## src/timerCounterPkg.sv

```systemverilog
// Timer/counter shared definitions
// Register map, flag positions and the structs passed between the blocks

`default_nettype none

package timerCounterPkg;

   localparam int dataW   = 8;         // Bus and register width
   localparam int adrW    = 6;         // I/O address width
   localparam int preW    = 10;        // Prescaler counter width
   localparam int numChan = 2;         // Channel 0 and channel 2

   // ------------------------------------------------------------------
   // I/O register map
   // ------------------------------------------------------------------
   localparam logic [adrW-1:0] timskAdr = 6'h39;
   localparam logic [adrW-1:0] tifrAdr  = 6'h38;

   // Indexed by channel slot
   localparam logic [adrW-1:0] tccrAdr [numChan] = '{6'h33, 6'h25};
   localparam logic [adrW-1:0] tcntAdr [numChan] = '{6'h32, 6'h24};
   localparam logic [adrW-1:0] ocrAdr  [numChan] = '{6'h31, 6'h23};

   // Bit positions in TIFR and TIMSK
   localparam int tovBit [numChan] = '{0, 6};
   localparam int ocfBit [numChan] = '{1, 7};

   // Compare-output modes
   localparam logic [1:0] comToggle = 2'b01;
   localparam logic [1:0] comClear  = 2'b10;
   localparam logic [1:0] comSet    = 2'b11;

   // ------------------------------------------------------------------
   // Shared types
   // ------------------------------------------------------------------
   typedef struct packed {
      logic       rsvd;                // Always reads 0
      logic       pwm;
      logic [1:0] com;
      logic       ctc;
      logic [2:0] cs;
   } tccrT;

   typedef struct packed {
      logic t8;
      logic t32;
      logic t64;
      logic t128;
      logic t256;
      logic t1024;
   } prescTicksT;

   typedef struct packed {
      logic             tccrWr;
      logic             tcntWr;
      logic             ocrWr;
      logic             tovClr;        // Write of 1 to TIFR
      logic             ocfClr;
      logic             tovAck;        // Interrupt acknowledge
      logic             ocfAck;
      logic [dataW-1:0] data;
   } chanWrT;

   typedef struct packed {
      tccrT             tccr;
      logic [dataW-1:0] tcnt;
      logic [dataW-1:0] ocrView;       // Buffer in PWM mode
      logic             tov;
      logic             ocf;
   } chanStatT;

endpackage

`default_nettype wire

```

## src/timerCounter.sv

```systemverilog
// Timer/counter peripheral top level
// Bus decoder, shared prescaler, the timer channels and the read mux

`timescale 1ns/10ps
`default_nettype none

module timerCounter
(
   input  wire logic                                cp2,
   input  wire logic                                ireset,
   input  wire logic [timerCounterPkg::adrW-1:0]    adr,
   input  wire logic [timerCounterPkg::dataW-1:0]   dbusIn,
   input  wire logic                                iowe,
   input  wire logic                                iore,
   output wire logic [timerCounterPkg::dataW-1:0]   dbusOut,
   output wire logic                                outEn,
   input  wire logic [timerCounterPkg::numChan-1:0] ovfAck,
   input  wire logic [timerCounterPkg::numChan-1:0] cmpAck,
   output wire logic [timerCounterPkg::numChan-1:0] ovfIrq,
   output wire logic [timerCounterPkg::numChan-1:0] cmpIrq,
   output wire logic [timerCounterPkg::numChan-1:0] oc
);
   import timerCounterPkg::*;

   chanWrT           chanWr [numChan];
   chanStatT         stat   [numChan];
   prescTicksT       ticks;
   logic [dataW-1:0] timsk;

   tmrBusDecode iBusDecode
   (
      .cp2    (cp2),
      .ireset (ireset),
      .adr    (adr),
      .dbusIn (dbusIn),
      .iowe   (iowe),
      .ovfAck (ovfAck),
      .cmpAck (cmpAck),
      .chanWr (chanWr),
      .timsk  (timsk)
   );

   tmrPrescaler iPrescaler
   (
      .cp2    (cp2),
      .ireset (ireset),
      .ticks  (ticks)
   );

   // ------------------------------------------------------------------
   // Timer channels, slot 0 is T/C0 and slot 1 is T/C2
   // ------------------------------------------------------------------
   for (genvar i = 0; i < numChan; i++)
   begin : gChan
      tmrChannel iChannel
      (
         .cp2    (cp2),
         .ireset (ireset),
         .wr     (chanWr[i]),
         .ticks  (ticks),
         .stat   (stat[i]),
         .oc     (oc[i])
      );
   end

   tmrReadMux iReadMux
   (
      .adr     (adr),
      .iore    (iore),
      .stat    (stat),
      .timsk   (timsk),
      .dbusOut (dbusOut),
      .outEn   (outEn),
      .ovfIrq  (ovfIrq),
      .cmpIrq  (cmpIrq)
   );

endmodule

`default_nettype wire

```

## src/tmrBusDecode.sv

```systemverilog
// Timer bus write decoder
// Turns iowe strobes into per-channel write commands and holds TIMSK

`timescale 1ns/10ps
`default_nettype none

module tmrBusDecode
(
   input  wire logic                                cp2,
   input  wire logic                                ireset,
   input  wire logic [timerCounterPkg::adrW-1:0]    adr,
   input  wire logic [timerCounterPkg::dataW-1:0]   dbusIn,
   input  wire logic                                iowe,
   input  wire logic [timerCounterPkg::numChan-1:0] ovfAck,
   input  wire logic [timerCounterPkg::numChan-1:0] cmpAck,
   output timerCounterPkg::chanWrT                  chanWr [timerCounterPkg::numChan],
   output logic [timerCounterPkg::dataW-1:0]        timsk
);
   import timerCounterPkg::*;

   logic tifrWr;
   logic timskWr;

   assign tifrWr  = iowe && (adr == tifrAdr);
   assign timskWr = iowe && (adr == timskAdr);

   always_comb
   begin
      for (int i = 0; i < numChan; i++)
      begin
         chanWr[i].tccrWr = iowe && (adr == tccrAdr[i]);
         chanWr[i].tcntWr = iowe && (adr == tcntAdr[i]);
         chanWr[i].ocrWr  = iowe && (adr == ocrAdr[i]);
         chanWr[i].tovClr = tifrWr && dbusIn[tovBit[i]];   // Write 1 to clear
         chanWr[i].ocfClr = tifrWr && dbusIn[ocfBit[i]];
         chanWr[i].tovAck = ovfAck[i];
         chanWr[i].ocfAck = cmpAck[i];
         chanWr[i].data   = dbusIn;
      end
   end

   // Interrupt mask register
   always_ff @(posedge cp2 or negedge ireset)
   begin
      if (!ireset)
         timsk <= '0;
      else if (timskWr)
         timsk <= dbusIn;
   end

endmodule

`default_nettype wire

```

## src/tmrChannel.sv

```systemverilog
// One 8-bit timer/counter channel
// Control, counter, buffered compare, PWM direction, compare block and flags

`timescale 1ns/10ps
`default_nettype none

module tmrChannel
(
   input  wire logic                        cp2,
   input  wire logic                        ireset,
   input  wire timerCounterPkg::chanWrT     wr,
   input  wire timerCounterPkg::prescTicksT ticks,
   output timerCounterPkg::chanStatT        stat,
   output wire logic                        oc
);
   import timerCounterPkg::*;

   tccrT             tccr;
   logic [dataW-1:0] tcnt;
   logic [dataW-1:0] ocr;
   logic [dataW-1:0] ocrBuf;             // PWM double buffer
   logic             down;               // PWM count direction
   logic             wrBlk;              // TCNT written, waiting for a tick
   logic             tov;
   logic             ocf;
   logic             tick;
   logic             atTop;
   logic             atBottom;
   logic             cmpEq;
   logic             blocked;
   logic             ocMatch;

   always_comb
   begin
      case (tccr.cs)
         3'b001:  tick = 1'b1;
         3'b010:  tick = ticks.t8;
         3'b011:  tick = ticks.t32;
         3'b100:  tick = ticks.t64;
         3'b101:  tick = ticks.t128;
         3'b110:  tick = ticks.t256;
         3'b111:  tick = ticks.t1024;
         default: tick = 1'b0;           // Stopped
      endcase
   end

   assign atTop    = (tcnt == '1);
   assign atBottom = (tcnt == '0);
   assign cmpEq    = (tcnt == ocr);
   assign blocked  = wrBlk || wr.tcntWr;
   assign ocMatch  = cmpEq && !(tccr.pwm && ocr == '0);

   // ------------------------------------------------------------------
   // Control, counter and direction
   // ------------------------------------------------------------------
   always_ff @(posedge cp2 or negedge ireset)
   begin
      if (!ireset)
         tccr <= '0;
      else if (wr.tccrWr)
         tccr <= tccrT'({1'b0, wr.data[dataW-2:0]});
   end

   always_ff @(posedge cp2 or negedge ireset)
   begin
      if (!ireset)
         tcnt <= '0;
      else if (wr.tcntWr)
         tcnt <= wr.data;
      else if (tick)
      begin
         if (!tccr.pwm)
            tcnt <= (tccr.ctc && cmpEq) ? '0 : tcnt + 1'b1;   // CTC clear
         else if (!down)
            tcnt <= atTop ? tcnt - 1'b1 : tcnt + 1'b1;
         else
            tcnt <= atBottom ? tcnt + 1'b1 : tcnt - 1'b1;
      end
   end

   always_ff @(posedge cp2 or negedge ireset)
   begin
      if (!ireset)
         down <= 1'b0;
      else if (tick && tccr.pwm && !wr.tcntWr)
      begin
         if (!down && atTop)
            down <= 1'b1;
         else if (down && atBottom)
            down <= 1'b0;
      end
   end

   // ------------------------------------------------------------------
   // Compare register and write block
   // ------------------------------------------------------------------
   always_ff @(posedge cp2 or negedge ireset)
   begin
      if (!ireset)
      begin
         ocr    <= '0;
         ocrBuf <= '0;
      end
      else
      begin
         if (wr.ocrWr)
            ocrBuf <= wr.data;
         if (!tccr.pwm)
         begin
            if (wr.ocrWr)
               ocr <= wr.data;
         end
         else if (tick && atTop)
            ocr <= ocrBuf;               // Update at the top
      end
   end

   always_ff @(posedge cp2 or negedge ireset)
   begin
      if (!ireset)
         wrBlk <= 1'b0;
      else if (wr.tcntWr)
         wrBlk <= !tick;
      else if (tick)
         wrBlk <= 1'b0;
   end

   // Flags. A clear only acts on a flag that is already set
   always_ff @(posedge cp2 or negedge ireset)
   begin
      if (!ireset)
      begin
         tov <= 1'b0;
         ocf <= 1'b0;
      end
      else
      begin
         if (!tov)
         begin
            if (tick && (tccr.pwm ? atBottom : atTop))
               tov <= 1'b1;
         end
         else if (wr.tovClr || wr.tovAck)
            tov <= 1'b0;
         if (!ocf)
         begin
            if (tick && cmpEq && !blocked)
               ocf <= 1'b1;
         end
         else if (wr.ocfClr || wr.ocfAck)
            ocf <= 1'b0;
      end
   end

   tmrWaveGen iWaveGen
   (
      .cp2     (cp2),
      .ireset  (ireset),
      .tick    (tick),
      .pwm     (tccr.pwm),
      .up      (!down),
      .atTop   (atTop),
      .match   (ocMatch),
      .blocked (blocked),
      .com     (tccr.com),
      .ocrBuf  (ocrBuf),
      .oc      (oc)
   );

   always_comb
   begin
      stat.tccr    = tccr;
      stat.tcnt    = tcnt;
      stat.ocrView = tccr.pwm ? ocrBuf : ocr;
      stat.tov     = tov;
      stat.ocf     = ocf;
   end

   // The count turns at 0xFF, so a down step never lands there
   assert property (@(posedge cp2) disable iff (!ireset)
                    tccr.pwm && tick && down && !wr.tcntWr |=> tcnt != '1)
      else $error("PWM counter reached 0xFF while counting down");

endmodule

`default_nettype wire

```

## src/tmrPrescaler.sv

```systemverilog
// Shared clock prescaler
// Free-running counter with one-cycle tick pulses at /8 up to /1024

`timescale 1ns/10ps
`default_nettype none

module tmrPrescaler
(
   input  wire logic                   cp2,
   input  wire logic                   ireset,
   output timerCounterPkg::prescTicksT ticks
);
   import timerCounterPkg::*;

   logic [preW-1:0] preCnt;

   always_ff @(posedge cp2 or negedge ireset)
   begin
      if (!ireset)
      begin
         preCnt <= '0;
         ticks  <= '0;
      end
      else
      begin
         preCnt      <= preCnt + 1'b1;
         ticks.t8    <= &preCnt[2:0];      // Low bits all ones
         ticks.t32   <= &preCnt[4:0];
         ticks.t64   <= &preCnt[5:0];
         ticks.t128  <= &preCnt[6:0];
         ticks.t256  <= &preCnt[7:0];
         ticks.t1024 <= &preCnt[preW-1:0];
      end
   end

   assert property (@(posedge cp2) disable iff (!ireset) ticks.t8 |=> !ticks.t8)
      else $error("t8 tick held for two cycles");

endmodule

`default_nettype wire

```

## src/tmrReadMux.sv

```systemverilog
// Timer read-back multiplexer
// Builds TIFR, selects read data by address and gates flags into IRQs

`timescale 1ns/10ps
`default_nettype none

module tmrReadMux
(
   input  wire logic [timerCounterPkg::adrW-1:0]  adr,
   input  wire logic                              iore,
   input  wire timerCounterPkg::chanStatT         stat [timerCounterPkg::numChan],
   input  wire logic [timerCounterPkg::dataW-1:0] timsk,
   output logic [timerCounterPkg::dataW-1:0]      dbusOut,
   output logic                                   outEn,
   output logic [timerCounterPkg::numChan-1:0]    ovfIrq,
   output logic [timerCounterPkg::numChan-1:0]    cmpIrq
);
   import timerCounterPkg::*;

   logic [dataW-1:0] tifr;
   logic             mapped;

   always_comb
   begin
      tifr = '0;                         // Unused bits read 0
      for (int i = 0; i < numChan; i++)
      begin
         tifr[tovBit[i]] = stat[i].tov;
         tifr[ocfBit[i]] = stat[i].ocf;
         ovfIrq[i]       = stat[i].tov & timsk[tovBit[i]];
         cmpIrq[i]       = stat[i].ocf & timsk[ocfBit[i]];
      end
   end

   always_comb
   begin
      dbusOut = '0;
      mapped  = 1'b0;
      if (adr == timskAdr)
      begin
         dbusOut = timsk;
         mapped  = 1'b1;
      end
      else if (adr == tifrAdr)
      begin
         dbusOut = tifr;
         mapped  = 1'b1;
      end
      for (int i = 0; i < numChan; i++)
      begin
         if (adr == tccrAdr[i])
         begin
            dbusOut = stat[i].tccr;
            mapped  = 1'b1;
         end
         else if (adr == tcntAdr[i])
         begin
            dbusOut = stat[i].tcnt;
            mapped  = 1'b1;
         end
         else if (adr == ocrAdr[i])
         begin
            dbusOut = stat[i].ocrView;
            mapped  = 1'b1;
         end
      end
   end

   assign outEn = iore && mapped;

endmodule

`default_nettype wire

```

## src/tmrWaveGen.sv

```systemverilog
// Compare-output waveform generator
// Toggles the pin in non-PWM mode, sets or clears it in phase-correct PWM

`timescale 1ns/10ps
`default_nettype none

module tmrWaveGen
(
   input  wire logic                              cp2,
   input  wire logic                              ireset,
   input  wire logic                              tick,
   input  wire logic                              pwm,
   input  wire logic                              up,
   input  wire logic                              atTop,
   input  wire logic                              match,
   input  wire logic                              blocked,
   input  wire logic [1:0]                        com,
   input  wire logic [timerCounterPkg::dataW-1:0] ocrBuf,
   output logic                                   oc
);
   import timerCounterPkg::*;

   logic hit;
   logic inv;

   assign hit = match && !blocked;
   assign inv = (com == comSet);       // Inverted PWM

   always_ff @(posedge cp2 or negedge ireset)
   begin
      if (!ireset)
         oc <= 1'b0;
      else if (tick)
      begin
         if (!pwm)
         begin
            if (hit && com == comToggle)
               oc <= ~oc;
         end
         else if (com == comClear || com == comSet)
         begin
            // Buffer end values give a constant pin
            if (atTop)
            begin
               if (ocrBuf == '0)
                  oc <= ~inv;
               else if (ocrBuf == '1)
                  oc <= inv;
            end
            else if (hit)
               oc <= up ^ inv;           // Set going up, clear going down
         end
      end
   end

endmodule

`default_nettype wire
```

## config.mk

```make
export PLATFORM = sky130hd
export DESIGN_NAME = timerCounter
export DESIGN_NICKNAME = d
export VERILOG_FILES = /design/src/timerCounterPkg.sv /design/src/timerCounter.sv /design/src/tmrBusDecode.sv /design/src/tmrChannel.sv /design/src/tmrPrescaler.sv /design/src/tmrReadMux.sv /design/src/tmrWaveGen.sv
export SDC_FILE = /design/constraint.sdc
export NUM_CORES = 1
export LEC_CHECK = 0
export BUFFER_PORTS_ARGS = -buffer_cell sky130_fd_sc_hd__buf_2
export CELL_PAD_IN_SITES_DETAIL_PLACEMENT = 0
export CELL_PAD_IN_SITES_GLOBAL_PLACEMENT = 1
export CORE_ASPECT_RATIO = 0.5
export CORE_MARGIN = 1
export CORE_UTILIZATION = 30
export DETAILED_ROUTE_END_ITERATION = 16
export MAX_ROUTING_LAYER = met4
export PLACE_DENSITY_LB_ADDON = 0.1
export SETUP_SLACK_MARGIN = 0.5
export SLEW_MARGIN = 25
export SYNTH_ARGS = -nofsm -noshare
export SYNTH_HDL_FRONTEND = slang
export SYNTH_SLANG_ARGS = --single-unit
```

## constraint.sdc

```tcl
create_clock -name cp2 -period 2.57 [get_ports cp2]
set_input_delay 0 -clock cp2 [delete_from_list [all_inputs] [get_ports cp2]]
set_output_delay 0 -clock cp2 [all_outputs]
set_load 0.01 [all_outputs]
```

# After elaboration in Yosys (flattened, before gate mapping)

Index checks and enable logic that the tools add are counted.

Flip-flop bits (word level): 96
Input bits: 22
Output and inout port bits: 15
Logic and storage cells: 248

$add $sub $neg: 5
Equal/unequal tests: 42
Multiplexer cells: 76
Bitwise logic cells: 10
Reduce and logical (&&, ||, !) cells: 83

Operator list:

| operator                                             | count |
|---|---|
| 2-to-1 mux 8 bit                                     | 30 |
| equality test 6 bit (second input constant)          | 8 |
| zero test 8 bit                                      | 6 |
| 2-to-1 mux 1 bit                                     | 44 |
| logical AND 1 bit                                    | 39 |
| equality test 8 bit (second input constant)          | 4 |
| equality test 3 bit (second input constant)          | 8 |
| adder 8 x 1 -> 8 bit (second input constant)         | 2 |
| equality test 8 bit                                  | 2 |
| nonzero test 2 bit                                   | 8 |
| subtractor 8 x 1 -> 8 bit (second input constant)    | 2 |
| AND reduction 5 bit                                  | 3 |
| case mux 1 bit (7 select lines)                      | 2 |
| equality test 3 x 2 -> 1 bit (second input constant) | 4 |
| adder 10 x 1 -> 10 bit (second input constant)       | 1 |
| zero test 1 bit                                      | 10 |
| AND reduction 10 bit                                 | 1 |
| equality test 2 bit (second input constant)          | 4 |
| logical OR 1 bit                                     | 8 |
| inequality test 2 bit (second input constant)        | 4 |
| inequality test 4 bit (second input constant)        | 2 |
| AND reduction 2 bit                                  | 4 |
| AND reduction 8 bit                                  | 1 |
| AND reduction 7 bit                                  | 1 |
| 8 further kinds                                      | 18 |

# Longest topological paths before layout

Gate-level depths: netlist of the first run.

Depth after elaboration: 10
Mapped depth: 10
Depth with buffers taken out: 8

# Cells and area by module

From an unflattened synthesis of the first run, not the netlist that was laid out.

Cell total of the unflattened synthesis: 721
Area total of the unflattened synthesis: 6710.2 um2

By module, submodules not included:

| module                         | instances | cells an instance | area an instance (um2) | seq. area each (um2) |
|---|---|---|---|---|
| tmrChannel (gChan[0].iChannel) | 1         | 240               | 2262.2                 | 875.8 |
| tmrChannel (gChan[1].iChannel) | 1         | 240               | 2215.9                 | 875.8 |
| tmrReadMux                     | 1         | 96                | 706.9                  | 0.0 |
| tmrPrescaler                   | 1         | 41                | 591.8                  | 400.4 |
| tmrBusDecode                   | 1         | 54                | 573.0                  | 200.2 |
| tmrWaveGen                     | 2         | 25                | 180.2                  | 25.0 |

# Worst setup path before layout of the first run

Ideal clock, no wire load.

Kind: flip-flop to flip-flop
Start: register gChan[1].iChannel.tcnt[0]
End: register gChan[1].iChannel.tcnt[2]
Library setup time: 82 ps
Arrival: 1974 ps
Required time: 2488 ps
Setup slack: 514 ps
Stages on the path, launching flop included: 10
Buffers on the path: 1
Period minus slack after synthesis: 2056 ps
Cell sequence: dfrtp_1 -> clkbuf_1 -> inv_1 -> ha_1 -> nor4b_2 -> a21boi_1 -> o21ai_2 -> mux2i_1 -> mux2_1 -> a22oi_2

Longest elaborated chain between the ends: 6
Elaborated cells between the ends (all ways): 13
Classes of those cells: add/sub: 2; eq/ne: 2; mux: 7; reduce/logical: 2

RTL lines:

| what                                               | RTL line                                             | RTL |
|---|---|---|
| start: declaration                                 | tmrChannel.sv:19                                     | `logic [dataW-1:0] tcnt;` |
| start signal: assignment                           | tmrChannel.sv:69                                     | `tcnt <= wr.data;` |
| start signal: assignment                           | tmrChannel.sv:73                                     | `tcnt <= (tccr.ctc && cmpEq) ? '0 : tcnt + 1'b1;` |
| start signal: assignment                           | tmrChannel.sv:75                                     | `tcnt <= atTop ? tcnt - 1'b1 : tcnt + 1'b1;` |
| adder 8 x 1 -> 8 bit, or another cell as far along | tmrChannel.sv:73, tmrChannel.sv:75, tmrChannel.sv:77 |  |
| 2-to-1 mux 8 bit, or another cell as far along     | tmrChannel.sv:75                                     |  |
| 2-to-1 mux 8 bit (on tied branches)                | tmrChannel.sv:74, tmrChannel.sv:73                   |  |
| 2-to-1 mux 8 bit *                                 | tmrChannel.sv:72                                     | `if (!tccr.pwm)` |
| 2-to-1 mux 8 bit *                                 | tmrChannel.sv:70                                     | `else if (tick)` |
| 2-to-1 mux 8 bit *                                 | tmrChannel.sv:68                                     | `else if (wr.tcntWr)` |

Mark *: on every way between the ends. The rest lies on a longest branch, timed or not. The select of a mux whose other input is x is not followed.
A chain may end at the register's enable or synchronous reset.

# Final worst setup path of the first run

Start: register gChan[1].iChannel.tcnt[1]
End: register gChan[1].iChannel.tcnt[2]

Same word-level chain as after synthesis.

==> impl_metrics.env, run 1 <==
export IMPL_slowest_delay_ns=0.44
export IMPL_floorplan_die_area_um2=21520
export IMPL_area_growth_synth_to_finish_pct=22.71
export IMPL_core_rowCount=36
export IMPL_synth_yosys_warnings=0
export IMPL_rsz_0062_raised_after_global_routing="yes"
export IMPL_cts_tree="done"
export IMPL_setup_tns_final_ns=0
export IMPL_routed_wire_length_per_instance_um=20.59
export IMPL_syn_nets=700
export IMPL_place_congestion=0.8089
export IMPL_tightest_slew_ns=0.5884
export IMPL_die_y_um=104.2
export IMPL_placeableCoreArea_um2=19950
export IMPL_power_static_leakage_uw=0.003300
export IMPL_holdPathStages=3
export IMPL_avgViaCountPerCell=5.347
export IMPL_clkLatencyLatePin_ns=0.36
export IMPL_cts_made_buffers=9
export IMPL_cp_cell_sequence="inv_2 > ha_4 > nor4b_4 > a21boi_2 > o21ai_2 > buf_6 > mux2i_2 > mux2_4 > a22oi_2"
export IMPL_power_ir_vdd_worst_mv=0.3125
export IMPL_arrival_time_of_the_worst_setup_path_ns=2.35
export IMPL_ys_types=82
export IMPL_clock_skew_ns=0.008759
export IMPL_cap_violations=0
export IMPL_setup_worst_path_class="reg2reg"
export IMPL_report_power_total_uw=5231
export IMPL_timing_hold_worst_start="dbusIn[6]"
export IMPL_slew_limit_headroom_pct=60.66
export IMPL_grt_start_max_net_pins=41
export IMPL_finalInstanceArea_um2=7694
export IMPL_initial_antenna_violation_count=0
export IMPL_commonest_cells_after_routing_fill_and_taps_aside="79 x sky130_fd_sc_hd__dfrtp_1, 73 x sky130_fd_sc_hd__nand2_1, 49 x sky130_fd_sc_hd__buf_4, 46 x sky130_fd_sc_hd__o21ai_0, 42 x sky130_fd_sc_hd__mux2i_1"
export IMPL_drv_slew=0
export IMPL_final_nets=768
export IMPL_cp_top_family="multiplexers"
export IMPL_p_per_area_nw_per_um2=679.9
export IMPL_ant_nets=0
export IMPL_syn_instance_count=669
export IMPL_number_of_h_tree_branching_levels=3
export IMPL_drive_gt1_share_pct=29.78
export IMPL_crit_reg2reg_launch="gChan[1].iChannel.tcnt[1]$_DFFE_PN0P_"
export IMPL_worst_ep_required_time_ns=2.85
export IMPL_n_antenna_cell=0
export IMPL_cts_root_to_sink_buffers=2
export IMPL_total_routed_wirelength_um=20760
export IMPL_setup_violations_final=0
export IMPL_timing_final_crit_share_pct=80.26
export IMPL_globalRouteTotalUtil_pct=20.51
export IMPL_post_dp_hpwl_um=14970
export IMPL_crit_path_max_fanout=5
export IMPL_placement_io_buffers=36
export IMPL_crit_path_top_delay_cell="sky130_fd_sc_hd__dfrtp_2"
export IMPL_cts_sinks=96
export IMPL_drt_pre_antenna_iters=6
export IMPL_drcViolationCount=0
export IMPL_post_dp_area_um2=6749
export IMPL_via_count_of_the_first_global_routing_pass=5226
export IMPL_final_common_cell="sky130_fd_sc_hd__dfrtp_1"
export IMPL_initial_core_utilization_pct=31.42
export IMPL_min_path_type="in2reg"
export IMPL_clock_tree_root_cell="sky130_fd_sc_hd__clkbuf_16"
export IMPL_endpoints_failing_hold=0
export IMPL_fmax_mhz=484.8
export IMPL_flip_flop_and_latch_count_after_synthesis=96
export IMPL_seq_area_frac_synth_pct=38.32
export IMPL_hold_path_endpoint="gChan[1].iChannel.tcnt[6]$_DFFE_PN0P_"
export IMPL_chipWidth_um=206.4
export IMPL_detailroute_via_count=5390
export IMPL_mappedNetlistArea_um2=6270
export IMPL_floorplan_io_pins=37
export IMPL_final_period_minus_worst_setup_slack_ns=2.063
export IMPL_grt_pass1_wl_um=32020
export IMPL_postSynthAreaPerCell_um2=9.372
export IMPL_rr_endpoint="gChan[1].iChannel.tcnt[2]$_DFFE_PN0P_"
export IMPL_yosys_most_used_dff="sky130_fd_sc_hd__dfrtp_1"
export IMPL_ff2ff_path_depth=9
export IMPL_synth_async_reset_ratio_pct=100.0
export IMPL_clock_pin_slew_worst_setup_and_hold_paths_ns=0.08
export IMPL_path_buf_inv=2
export IMPL_timing_critical_path_from_type="flip-flop"
export IMPL_detailedRoute_firstIterationViolations=275
export IMPL_run_status="completed"
export IMPL_crit_path_end_kind="flip-flop"
export IMPL_grt_remaining_overflow=0
export IMPL_synth_enable_flop_cells=0
export IMPL_setup_reg_to_reg_worst_slack_ns=0.51
## registers in the layout, indices dropped and copies added, names as in the netlist
| name | flops |
|---|---|
| gChan.iChannel.ocr | 16 |
| iPrescaler.preCnt | 10 |
| iBusDecode.timsk | 8 |
| gChan.iChannel.iWaveGen.oc | 2 |
| gChan.iChannel.ocf | 2 |
| gChan.iChannel.wrBlk | 2 |
| gChan.iChannel.tov | 2 |
| gChan.iChannel.stat | 14 |
| gChan.iChannel.down | 2 |
| gChan.iChannel.tcnt | 16 |
| iPrescaler.ticks | 6 |
| gChan.iChannel.ocrBuf | 16 |
## cell usage after synthesis (3+ instances only)
master / instances / area, µm²
sky130_fd_sc_hd__and2_1: 9 / 56.30
sky130_fd_sc_hd__clkbuf_1: 15 / 56.30
sky130_fd_sc_hd__nor3_1: 10 / 50.05
sky130_fd_sc_hd__nand4_1: 13 / 81.33
sky130_fd_sc_hd__inv_1: 18 / 67.56
sky130_fd_sc_hd__a21oi_1: 26 / 130.1
sky130_fd_sc_hd__dfrtp_1: 96 / 2402
sky130_fd_sc_hd__mux2i_1: 45 / 450.4
sky130_fd_sc_hd__and3_1: 13 / 81.33
sky130_fd_sc_hd__nor2_1: 39 / 146.4
sky130_fd_sc_hd__a21o_1: 4 / 30.03
sky130_fd_sc_hd__o21ai_1: 5 / 25.02
sky130_fd_sc_hd__o221ai_1: 6 / 52.55
sky130_fd_sc_hd__xnor2_1: 12 / 105.1
sky130_fd_sc_hd__o21a_1: 4 / 30.03
sky130_fd_sc_hd__nor4_1: 9 / 56.30
sky130_fd_sc_hd__buf_6: 3 / 33.78
sky130_fd_sc_hd__buf_2: 18 / 90.09
sky130_fd_sc_hd__nor3b_1: 9 / 67.56
sky130_fd_sc_hd__o211ai_1: 7 / 52.55
sky130_fd_sc_hd__a31oi_1: 12 / 75.07
sky130_fd_sc_hd__xor2_1: 15 / 131.4
sky130_fd_sc_hd__nand3_1: 22 / 110.1
sky130_fd_sc_hd__buf_1: 3 / 11.26
sky130_fd_sc_hd__o31ai_1: 4 / 30.03
sky130_fd_sc_hd__o21ai_0: 48 / 240.2
sky130_fd_sc_hd__nor2b_1: 5 / 31.28
sky130_fd_sc_hd__nand2_1: 73 / 274.0
sky130_fd_sc_hd__mux2_2: 29 / 326.6
sky130_fd_sc_hd__ha_1: 9 / 112.6
sky130_fd_sc_hd__o22ai_1: 9 / 56.30
sky130_fd_sc_hd__buf_4: 9 / 67.56
sky130_fd_sc_hd__nor4_2: 3 / 37.54
## kinds of logic after synthesis
kind of cell	synth area share (%)
buf+inv	5.208
simple gates	20.85
xor+xnor	3.772
flops	38.32
compound gates	16.46
mux	13.59
fa+ha+maj	1.796
## layout make-up
type                       count  area (µm²)
clock buffer                  10       239.0
clock inverter                 6       51.30
fill                        2033       12260
inverter                      18       67.56
multi-input combinational    507        3784
sequential                    96        2426
tap                          266       332.8
timing repair buffer         105       793.3
## routing by layer
| layer | GRT usage, % | part of all wire (%) | up-vias |
|---|---|---|---|
| met4 | 4.412 | 1.3 | 0 |
| li1 | - | - | 2581 |
| met2 | 30.89 | 46 | 65 |
| met3 | 3.352 | 2.2 | 17 |
| met5 | - | 0 | - |
| met1 | 28.72 | 51 | 2727 |
## tightest hold or removal path, cell delays in order
cell and delay, ns:
sky130_fd_sc_hd__buf_2 0.18, sky130_fd_sc_hd__nor2_1 0.12, sky130_fd_sc_hd__a31oi_1 0.04
## where the power goes
| part | switching, µW | internal [µW] | total, µW | leakage [µW] |
|---|---|---|---|---|
| Combinational | 902 | 879 | 1780 | 0.00192 |
| Sequential | 356 | 1720 | 2080 | 0.00123 |
| Clock | 674 | 701 | 1370 | 0.000145 |
## how the worst max path moves through the flow
| stage | slack [ns] | end | cells past startpoint | from |
|---|---|---|---|---|
| final | 0.51 | gChan[1].iChannel.tcnt[2]$_DFFE_PN0P_ | 9 | gChan[1].iChannel.tcnt[1]$_DFFE_PN0P_ |
| after global routing | 0.37 | gChan[1].iChannel.tcnt[2]$_DFFE_PN0P_ | 9 | gChan[1].iChannel.tcnt[1]$_DFFE_PN0P_ |
| after CTS | 0.48 | dbusOut[5] | 8 | gChan[0].iChannel.stat[24]$_DFFE_PN0P_ |
| after detailed placement | 0.31 | gChan[1].iChannel.tcnt[2]$_DFFE_PN0P_ | 8 | gChan[1].iChannel.tcnt[0]$_DFFE_PN0P_ |
| after global placement | 0.30 | gChan[0].iChannel.tcnt[2]$_DFFE_PN0P_ | 9 | gChan[0].iChannel.tcnt[0]$_DFFE_PN0P_ |
| after floorplan | 0.51 | gChan[1].iChannel.tcnt[2]$_DFFE_PN0P_ | 9 | gChan[1].iChannel.tcnt[0]$_DFFE_PN0P_ |
## what timing repair did
action                     in CTS  in global routing
setup endpoints to repair      23                 39
cloned                          0                  1
buffers inserted               12                 21
resized for setup              16                 65
hold buffers                    7                  0
pin swaps                       2                 22
hold endpoints to repair       42                  0
## per-stage QoR
stage          std cells  setup WS, ns  hold slack, ns  utilization, %
2_1_floorplan        669        0.5136         -0.2956               -
3_3_place_gp         951        0.3025         0.01976           33.82
3_5_place_dp         951        0.3059         0.02250           33.82
4_1_cts              986        0.4830        0.003666           36.31
5_1_grt             1008        0.3690         0.01033           38.56
6_report            1008        0.5073         0.01640           38.56
(Power assumes the default switching activity.)
==> run 2, diff against run 1 <==
Clock period 2.57 ns to 1.8 ns, I/O delays scaled along.
==> run 2 against run 1 <==
Compared with the run above:
- the flow now finishes with violations (setup timing)
- wire length is 6.0% higher
- first-iteration DRC count is 1.5% higher
- clock power is 39% higher
- core utilization is 8.6 points higher
- sequential share of layout area is 5.8 points lower
==> impl_metrics.env, run 2 (same netlist as run 1, synthesis figures left out) <==
export IMPL_power_static_leakage_uw=0.004170
export IMPL_drive_gt1_share_pct=49.04
export IMPL_ant_nets=0
export IMPL_crit_path_max_fanout=4
export IMPL_avgViaCountPerCell=5.160
export IMPL_chipWidth_um=206.4
export IMPL_hold_path_endpoint="gChan[1].iChannel.tcnt[7]$_DFFE_PN0P_"
export IMPL_violations="setup timing"
export IMPL_run_status="finished, violations left"
export IMPL_tightest_slew_ns=0.5606
export IMPL_post_dp_hpwl_um=16180
export IMPL_placeableCoreArea_um2=19950
export IMPL_timing_hold_worst_start="dbusIn[7]"
export IMPL_final_period_minus_worst_setup_slack_ns=1.971
export IMPL_setup_worst_path_class="reg2reg"
export IMPL_setup_tns_final_ns=-3.651
export IMPL_via_count_of_the_first_global_routing_pass=5899
export IMPL_clock_tree_root_cell="sky130_fd_sc_hd__clkbuf_16"
export IMPL_cts_made_buffers=9
export IMPL_power_ir_vdd_worst_mv=0.4987
export IMPL_grt_start_max_net_pins=97
export IMPL_grt_remaining_overflow=0
export IMPL_n_antenna_cell=0
export IMPL_drt_pre_antenna_iters=4
export IMPL_globalRouteTotalUtil_pct=21.54
export IMPL_final_cells=1151
export IMPL_worst_ep_required_time_ns=2.09
export IMPL_p_per_area_nw_per_um2=893.5
export IMPL_routed_wire_length_per_instance_um=19.11
export IMPL_final_common_cell="sky130_fd_sc_hd__buf_4"
export IMPL_initial_core_utilization_pct=31.42
export IMPL_dp_cells=1071
export IMPL_grt_pass1_wl_um=34150
export IMPL_place_congestion=0.8446
export IMPL_holdPathStages=2
export IMPL_finalInstanceArea_um2=9419
export IMPL_drcViolationCount=0
export IMPL_post_dp_area_um2=7829
export IMPL_layout_area_seq_um2=2421
export IMPL_min_path_type="in2reg"
export IMPL_setup_reg_to_reg_worst_slack_ns=-0.17
export IMPL_cap_violations=0
export IMPL_slew_limit_headroom_pct=62.63
export IMPL_cts_sinks=96
export IMPL_cts_root_to_sink_buffers=2
export IMPL_n_fill_cell=1912
export IMPL_endpoints_failing_hold=0
export IMPL_fmax_mhz=507.4
export IMPL_arrival_time_of_the_worst_setup_path_ns=2.26
export IMPL_timing_critical_path_from_type="flip-flop"
export IMPL_placement_io_buffers=36
export IMPL_detailedRoute_firstIterationViolations=279
export IMPL_detailroute_via_count=5939
export IMPL_drv_slew=0
export IMPL_multi_input_area_um2=4245
export IMPL_ff2ff_path_depth=8
export IMPL_crit_path_end_kind="flip-flop"
export IMPL_floorplan_io_pins=37
export IMPL_placement_setup_worst_slack_ns=-0.2579
export IMPL_crit_reg2reg_launch="gChan[1].iChannel.tcnt[1]$_DFFE_PN0P_"
export IMPL_clkLatencyLatePin_ns=0.36
export IMPL_area_growth_synth_to_finish_pct=50.23
export IMPL_number_of_h_tree_branching_levels=3
export IMPL_clock_skew_ns=0.01054
export IMPL_core_rowCount=36
export IMPL_commonest_cells_after_routing_fill_and_taps_aside="160 x sky130_fd_sc_hd__buf_4, 81 x sky130_fd_sc_hd__dfrtp_1, 58 x sky130_fd_sc_hd__nand2_1, 35 x sky130_fd_sc_hd__mux2i_1, 35 x sky130_fd_sc_hd__nor2_1"
export IMPL_timing_final_crit_share_pct=109.5
export IMPL_clock_pin_slew_worst_setup_and_hold_paths_ns=0.08
export IMPL_setup_violations_final=41
export IMPL_die_y_um=104.2
export IMPL_total_routed_wirelength_um=22000
export IMPL_fin_ws_ns=-0.1710
export IMPL_floorplan_die_area_um2=21520
export IMPL_cts_tree="done"
export IMPL_rsz_0062_raised_after_global_routing="yes"
export IMPL_report_power_total_uw=8415
export IMPL_initial_antenna_violation_count=0
export IMPL_rr_endpoint="gChan[1].iChannel.tcnt[3]$_DFFE_PN0P_"
export IMPL_reg_top3="gChan.iChannel.ocrBuf (16), gChan.iChannel.ocr (16), gChan.iChannel.tcnt (16)"
export IMPL_final_nets=911
## run 2: area by class of cell
type / instances / area share [%]
inverter: 18 / 0.7439
clock inverter: 6 / 0.5313
tap: 266 / 3.533
timing repair buffer: 248 / 21.98
multi-input combinational: 507 / 45.07
clock buffer: 10 / 2.431
sequential: 96 / 25.70
## run 2: timing repair
item                                    CTS  global route
hold buffers                              8             0
gates cloned                              0             2
endpoints found under the setup margin   52            59
pin swaps                                44            47
setup buffers                            27            27
gates resized for setup                  84           108
endpoints found under the hold margin   103             0
## run 2: how the worst max path moves through the flow
stage	from	end	depth (start not counted)
after CTS	gChan[1].iChannel.tcnt[1]$_DFFE_PN0P_	gChan[1].iChannel.tcnt[3]$_DFFE_PN0P_	8
after floorplan	gChan[1].iChannel.tcnt[0]$_DFFE_PN0P_	gChan[1].iChannel.tcnt[2]$_DFFE_PN0P_	9
after global placement	gChan[0].iChannel.tcnt[0]$_DFFE_PN0P_	gChan[0].iChannel.iWaveGen.oc$_DFFE_PN0P_	9
after detailed placement	gChan[1].iChannel.tcnt[0]$_DFFE_PN0P_	gChan[1].iChannel.tcnt[3]$_DFFE_PN0P_	8
after global routing	gChan[1].iChannel.tcnt[1]$_DFFE_PN0P_	gChan[1].iChannel.tcnt[3]$_DFFE_PN0P_	8
final	gChan[1].iChannel.tcnt[1]$_DFFE_PN0P_	gChan[1].iChannel.tcnt[3]$_DFFE_PN0P_	8
## run 2: critical path, cell delays in order, from the launching register on
cell	delay (ns)
sky130_fd_sc_hd__dfrtp_2	0.45
sky130_fd_sc_hd__inv_2	0.09
sky130_fd_sc_hd__ha_4	0.12
sky130_fd_sc_hd__nor4b_4	0.22
sky130_fd_sc_hd__a21boi_2	0.10
sky130_fd_sc_hd__o21ai_4	0.20
sky130_fd_sc_hd__mux2i_1	0.27
sky130_fd_sc_hd__mux2_4	0.33
sky130_fd_sc_hd__a21oi_2	0.12
## run 2: power breakdown
group          total [µW]  internal, µW  switching [µW]
Sequential           2880          2450             427
Clock                1900           962             933
Combinational        3640          1960            1680
Total                8420          5380            3040
## run 2: metal layers
metal	track usage, %	part of all wire [%]	routed length (µm)
met1	29.87	48	10500
met2	33.78	48	10550
met3	3.008	3.4	746
met4	3.414	0.90	199
met5	-	0	0
## run 2: stage by stage
step,hold WS (ns),utilization (%)
2_1_floorplan,-0.2956,-
3_3_place_gp,0.1091,39.23
3_5_place_dp,0.1096,39.23
4_1_cts,0.05252,43.52
5_1_grt,0.04744,47.20
6_report,0.05033,47.20
==> run 3, diff against run 2 <==
Settings changed: CELL_PAD_IN_SITES_DETAIL_PLACEMENT 0 to unset, CELL_PAD_IN_SITES_GLOBAL_PLACEMENT 1 to unset, PLACE_DENSITY_LB_ADDON 0.1 to unset, TNS_END_PERCENT set to 10.
==> run 3 against run 2 <==
Compared with the run above:
- the run ends with DRC, hold timing, setup timing left
- die area is the same
- critical path depth is the same
- clock skew shrank 0.0018 ns
- final area shrank 10%
- setup slack lost 0.011 ns
- first-iteration DRC count grew 76%
- non-clock buffer count shrank 62
- clock power is essentially flat
- sequential share of layout area grew 2.8 points
- highest routed layer unchanged
==> impl_metrics.env, run 3 (same netlist as run 1, synthesis figures left out) <==
export IMPL_avgViaCountPerCell=5.355
export IMPL_placement_setup_worst_slack_ns=-0.2445
export IMPL_n_antenna_cell=0
export IMPL_place_congestion=0.9717
export IMPL_run_status="finished, violations left"
export IMPL_gr_max_usage_layer="met2"
export IMPL_via_count_of_the_first_global_routing_pass=5639
export IMPL_placement_io_buffers=36
export IMPL_min_path_type="in2reg"
export IMPL_detailroute_via_count=5832
export IMPL_routed_wire_length_per_instance_um=18.91
export IMPL_clock_tree_root_cell="sky130_fd_sc_hd__clkbuf_16"
export IMPL_slew_limit_headroom_pct=63.51
export IMPL_tightest_slew_ns=0.5473
export IMPL_groute_layer_met1_usage_pct=26.50
export IMPL_hold_ws_ns=-0.0002756
export IMPL_power_ir_vdd_worst_mv=0.4556
export IMPL_cap_violations=0
export IMPL_timing_hold_worst_start="dbusIn[6]"
export IMPL_setup_reg_to_reg_worst_slack_ns=-0.18
export IMPL_post_dp_hpwl_um=15030
export IMPL_worstSetupEndpoint="gChan[1].iChannel.tcnt[2]$_DFFE_PN0P_"
export IMPL_clkLatencyLatePin_ns=0.36
export IMPL_grt_remaining_overflow=0
export IMPL_total_routed_wirelength_um=20590
export IMPL_grt_start_max_net_pins=42
export IMPL_clock_skew_ns=0.008781
export IMPL_number_of_h_tree_branching_levels=3
export IMPL_power_static_leakage_uw=0.003749
export IMPL_post_dp_area_um2=7561
export IMPL_floorplan_io_pins=37
export IMPL_cts_sinks=96
export IMPL_grt_pass1_wl_um=32240
export IMPL_drcViolationCount=1
export IMPL_core_rowCount=36
export IMPL_drv_slew=0
export IMPL_cts_root_to_sink_buffers=2
export IMPL_die_y_um=104.2
export IMPL_clock_pin_slew_worst_setup_and_hold_paths_ns=0.07
export IMPL_internal_power_uw=5001
export IMPL_cts_tree="done"
export IMPL_setup_violations_final=25
export IMPL_power_share_combinational_pct=40.1
export IMPL_setup_tns_final_ns=-2.679
export IMPL_detailedRoute_firstIterationViolations=491
export IMPL_grt_met3_usage_pct=3.195
export IMPL_finalInstanceArea_um2=8473
export IMPL_drt_pre_antenna_iters=11
export IMPL_dp_cells=1050
export IMPL_timing_critical_path_from_type="flip-flop"
export IMPL_final_nets=849
export IMPL_crit_path_start="gChan[1].iChannel.tcnt[1]$_DFFE_PN0P_"
export IMPL_reg_top3="gChan.iChannel.ocrBuf (16), gChan.iChannel.ocr (16), gChan.iChannel.tcnt (16)"
export IMPL_floorplan_die_area_um2=21520
export IMPL_setup_worst_path_class="reg2reg"
export IMPL_final_cells=1089
export IMPL_endpoints_failing_hold=1
export IMPL_crit_path_max_fanout=4
export IMPL_clock_share_of_power_pct=24.3
export IMPL_final_common_cell="sky130_fd_sc_hd__buf_4"
export IMPL_crit_path_end_kind="flip-flop"
export IMPL_ff2ff_path_depth=8
export IMPL_area_growth_synth_to_finish_pct=35.14
export IMPL_rr_endpoint="gChan[1].iChannel.tcnt[2]$_DFFE_PN0P_"
export IMPL_chipWidth_um=206.4
export IMPL_drive_gt1_share_pct=39.13
export IMPL_p_per_area_nw_per_um2=933.1
export IMPL_use_met2_pct=32.39
export IMPL_initial_antenna_violation_count=0
export IMPL_timing_final_crit_share_pct=110.1
export IMPL_violations="DRC, hold timing, setup timing"
export IMPL_rsz_0062_raised_after_global_routing="yes"
export IMPL_ant_nets=0
export IMPL_placeableCoreArea_um2=19950
export IMPL_globalRouteTotalUtil_pct=20.32
export IMPL_switchingPower_uw=2905
export IMPL_fin_ws_ns=-0.1819
export IMPL_fmax_mhz=504.6
export IMPL_seq_power_share_pct=35.6
export IMPL_final_period_minus_worst_setup_slack_ns=1.982
export IMPL_arrival_time_of_the_worst_setup_path_ns=2.26
export IMPL_commonest_cells_after_routing_fill_and_taps_aside="128 x sky130_fd_sc_hd__buf_4, 88 x sky130_fd_sc_hd__dfrtp_1, 65 x sky130_fd_sc_hd__nand2_1, 37 x sky130_fd_sc_hd__mux2i_1, 36 x sky130_fd_sc_hd__nor2_1"
export IMPL_cts_made_buffers=9
export IMPL_crit_reg2reg_launch="gChan[1].iChannel.tcnt[1]$_DFFE_PN0P_"
export IMPL_initial_core_utilization_pct=31.42
export IMPL_p_sw_share_pct=36.74
export IMPL_worst_ep_required_time_ns=2.08
==> run 3: worst min-delay path by stage <==
stage	endpoint	cells past startpoint
final	gChan[1].iChannel.tcnt[6]$_DFFE_PN0P_	3
after global routing	gChan[0].iChannel.stat[20]$_DFFE_PN0P_	2
after CTS	gChan[1].iChannel.tcnt[6]$_DFFE_PN0P_	3
after detailed placement	iPrescaler.ticks[0]$_DFF_PN0_	1
after global placement	iPrescaler.ticks[0]$_DFF_PN0_	1
after floorplan	gChan[0].iChannel.down$_DFFE_PN0P_	0
==> run 3: per-stage QoR <==
stage | total power (µW) | utilization [%]
after floorplan | 4332 | -
after global placement | 5470 | 37.89
after detailed placement | 5492 | 37.89
after CTS | 7687 | 41.33
after global routing | 8308 | 42.46
final | 7906 | 42.46
==> run 3: repair_timing <==
action	4_1_cts	5_1_grt
hold endpoints to repair	42	0
pin swaps	35	24
hold buffers	6	0
resized for setup	71	42
endpoints found under the setup margin	55	54
setup buffers	13	4
==> run 3: area by class of cell <==
type,count,area [µm²]
clock buffers,9,225.2
clock inverters,7,62.56
fillers,1870,11480
inverters,18,70.07
multi-input cells,507,3935
flip-flops and latches,96,2412
well taps,266,332.8
repair buffers,186,1435
==> run 3: critical path, cell delays in order, from the launching register on <==
cell and delay (ns):
sky130_fd_sc_hd__dfrtp_2 0.45, sky130_fd_sc_hd__inv_2 0.09, sky130_fd_sc_hd__ha_4 0.12, sky130_fd_sc_hd__nor4b_4 0.24, sky130_fd_sc_hd__a21boi_2 0.11, sky130_fd_sc_hd__o21ai_2 0.21, sky130_fd_sc_hd__mux2i_1 0.23, sky130_fd_sc_hd__mux2_1 0.35
sky130_fd_sc_hd__a22oi_2 0.12
==> run 3: power by group through the flow <==
stage                     Sequential [µW]  Clock (µW)  Combinational (µW)
final                                2810        1920                3170
after global placement               2820           0                2650
after global routing                 2860        2030                3410
after detailed placement             2840           0                2660
after floorplan                      2710           0                1620
after CTS                            2790        1950                2940
==> run 3: layer usage <==
metal | share of wire [%] | routed length, µm | vias to the layer above
met5 | 0 | 0 | -
met4 | 2.1 | 427 | 0
met3 | 4.0 | 831 | 32
met2 | 48 | 9944 | 132
met1 | 46 | 9390 | 2925
li1 | - | - | 2743
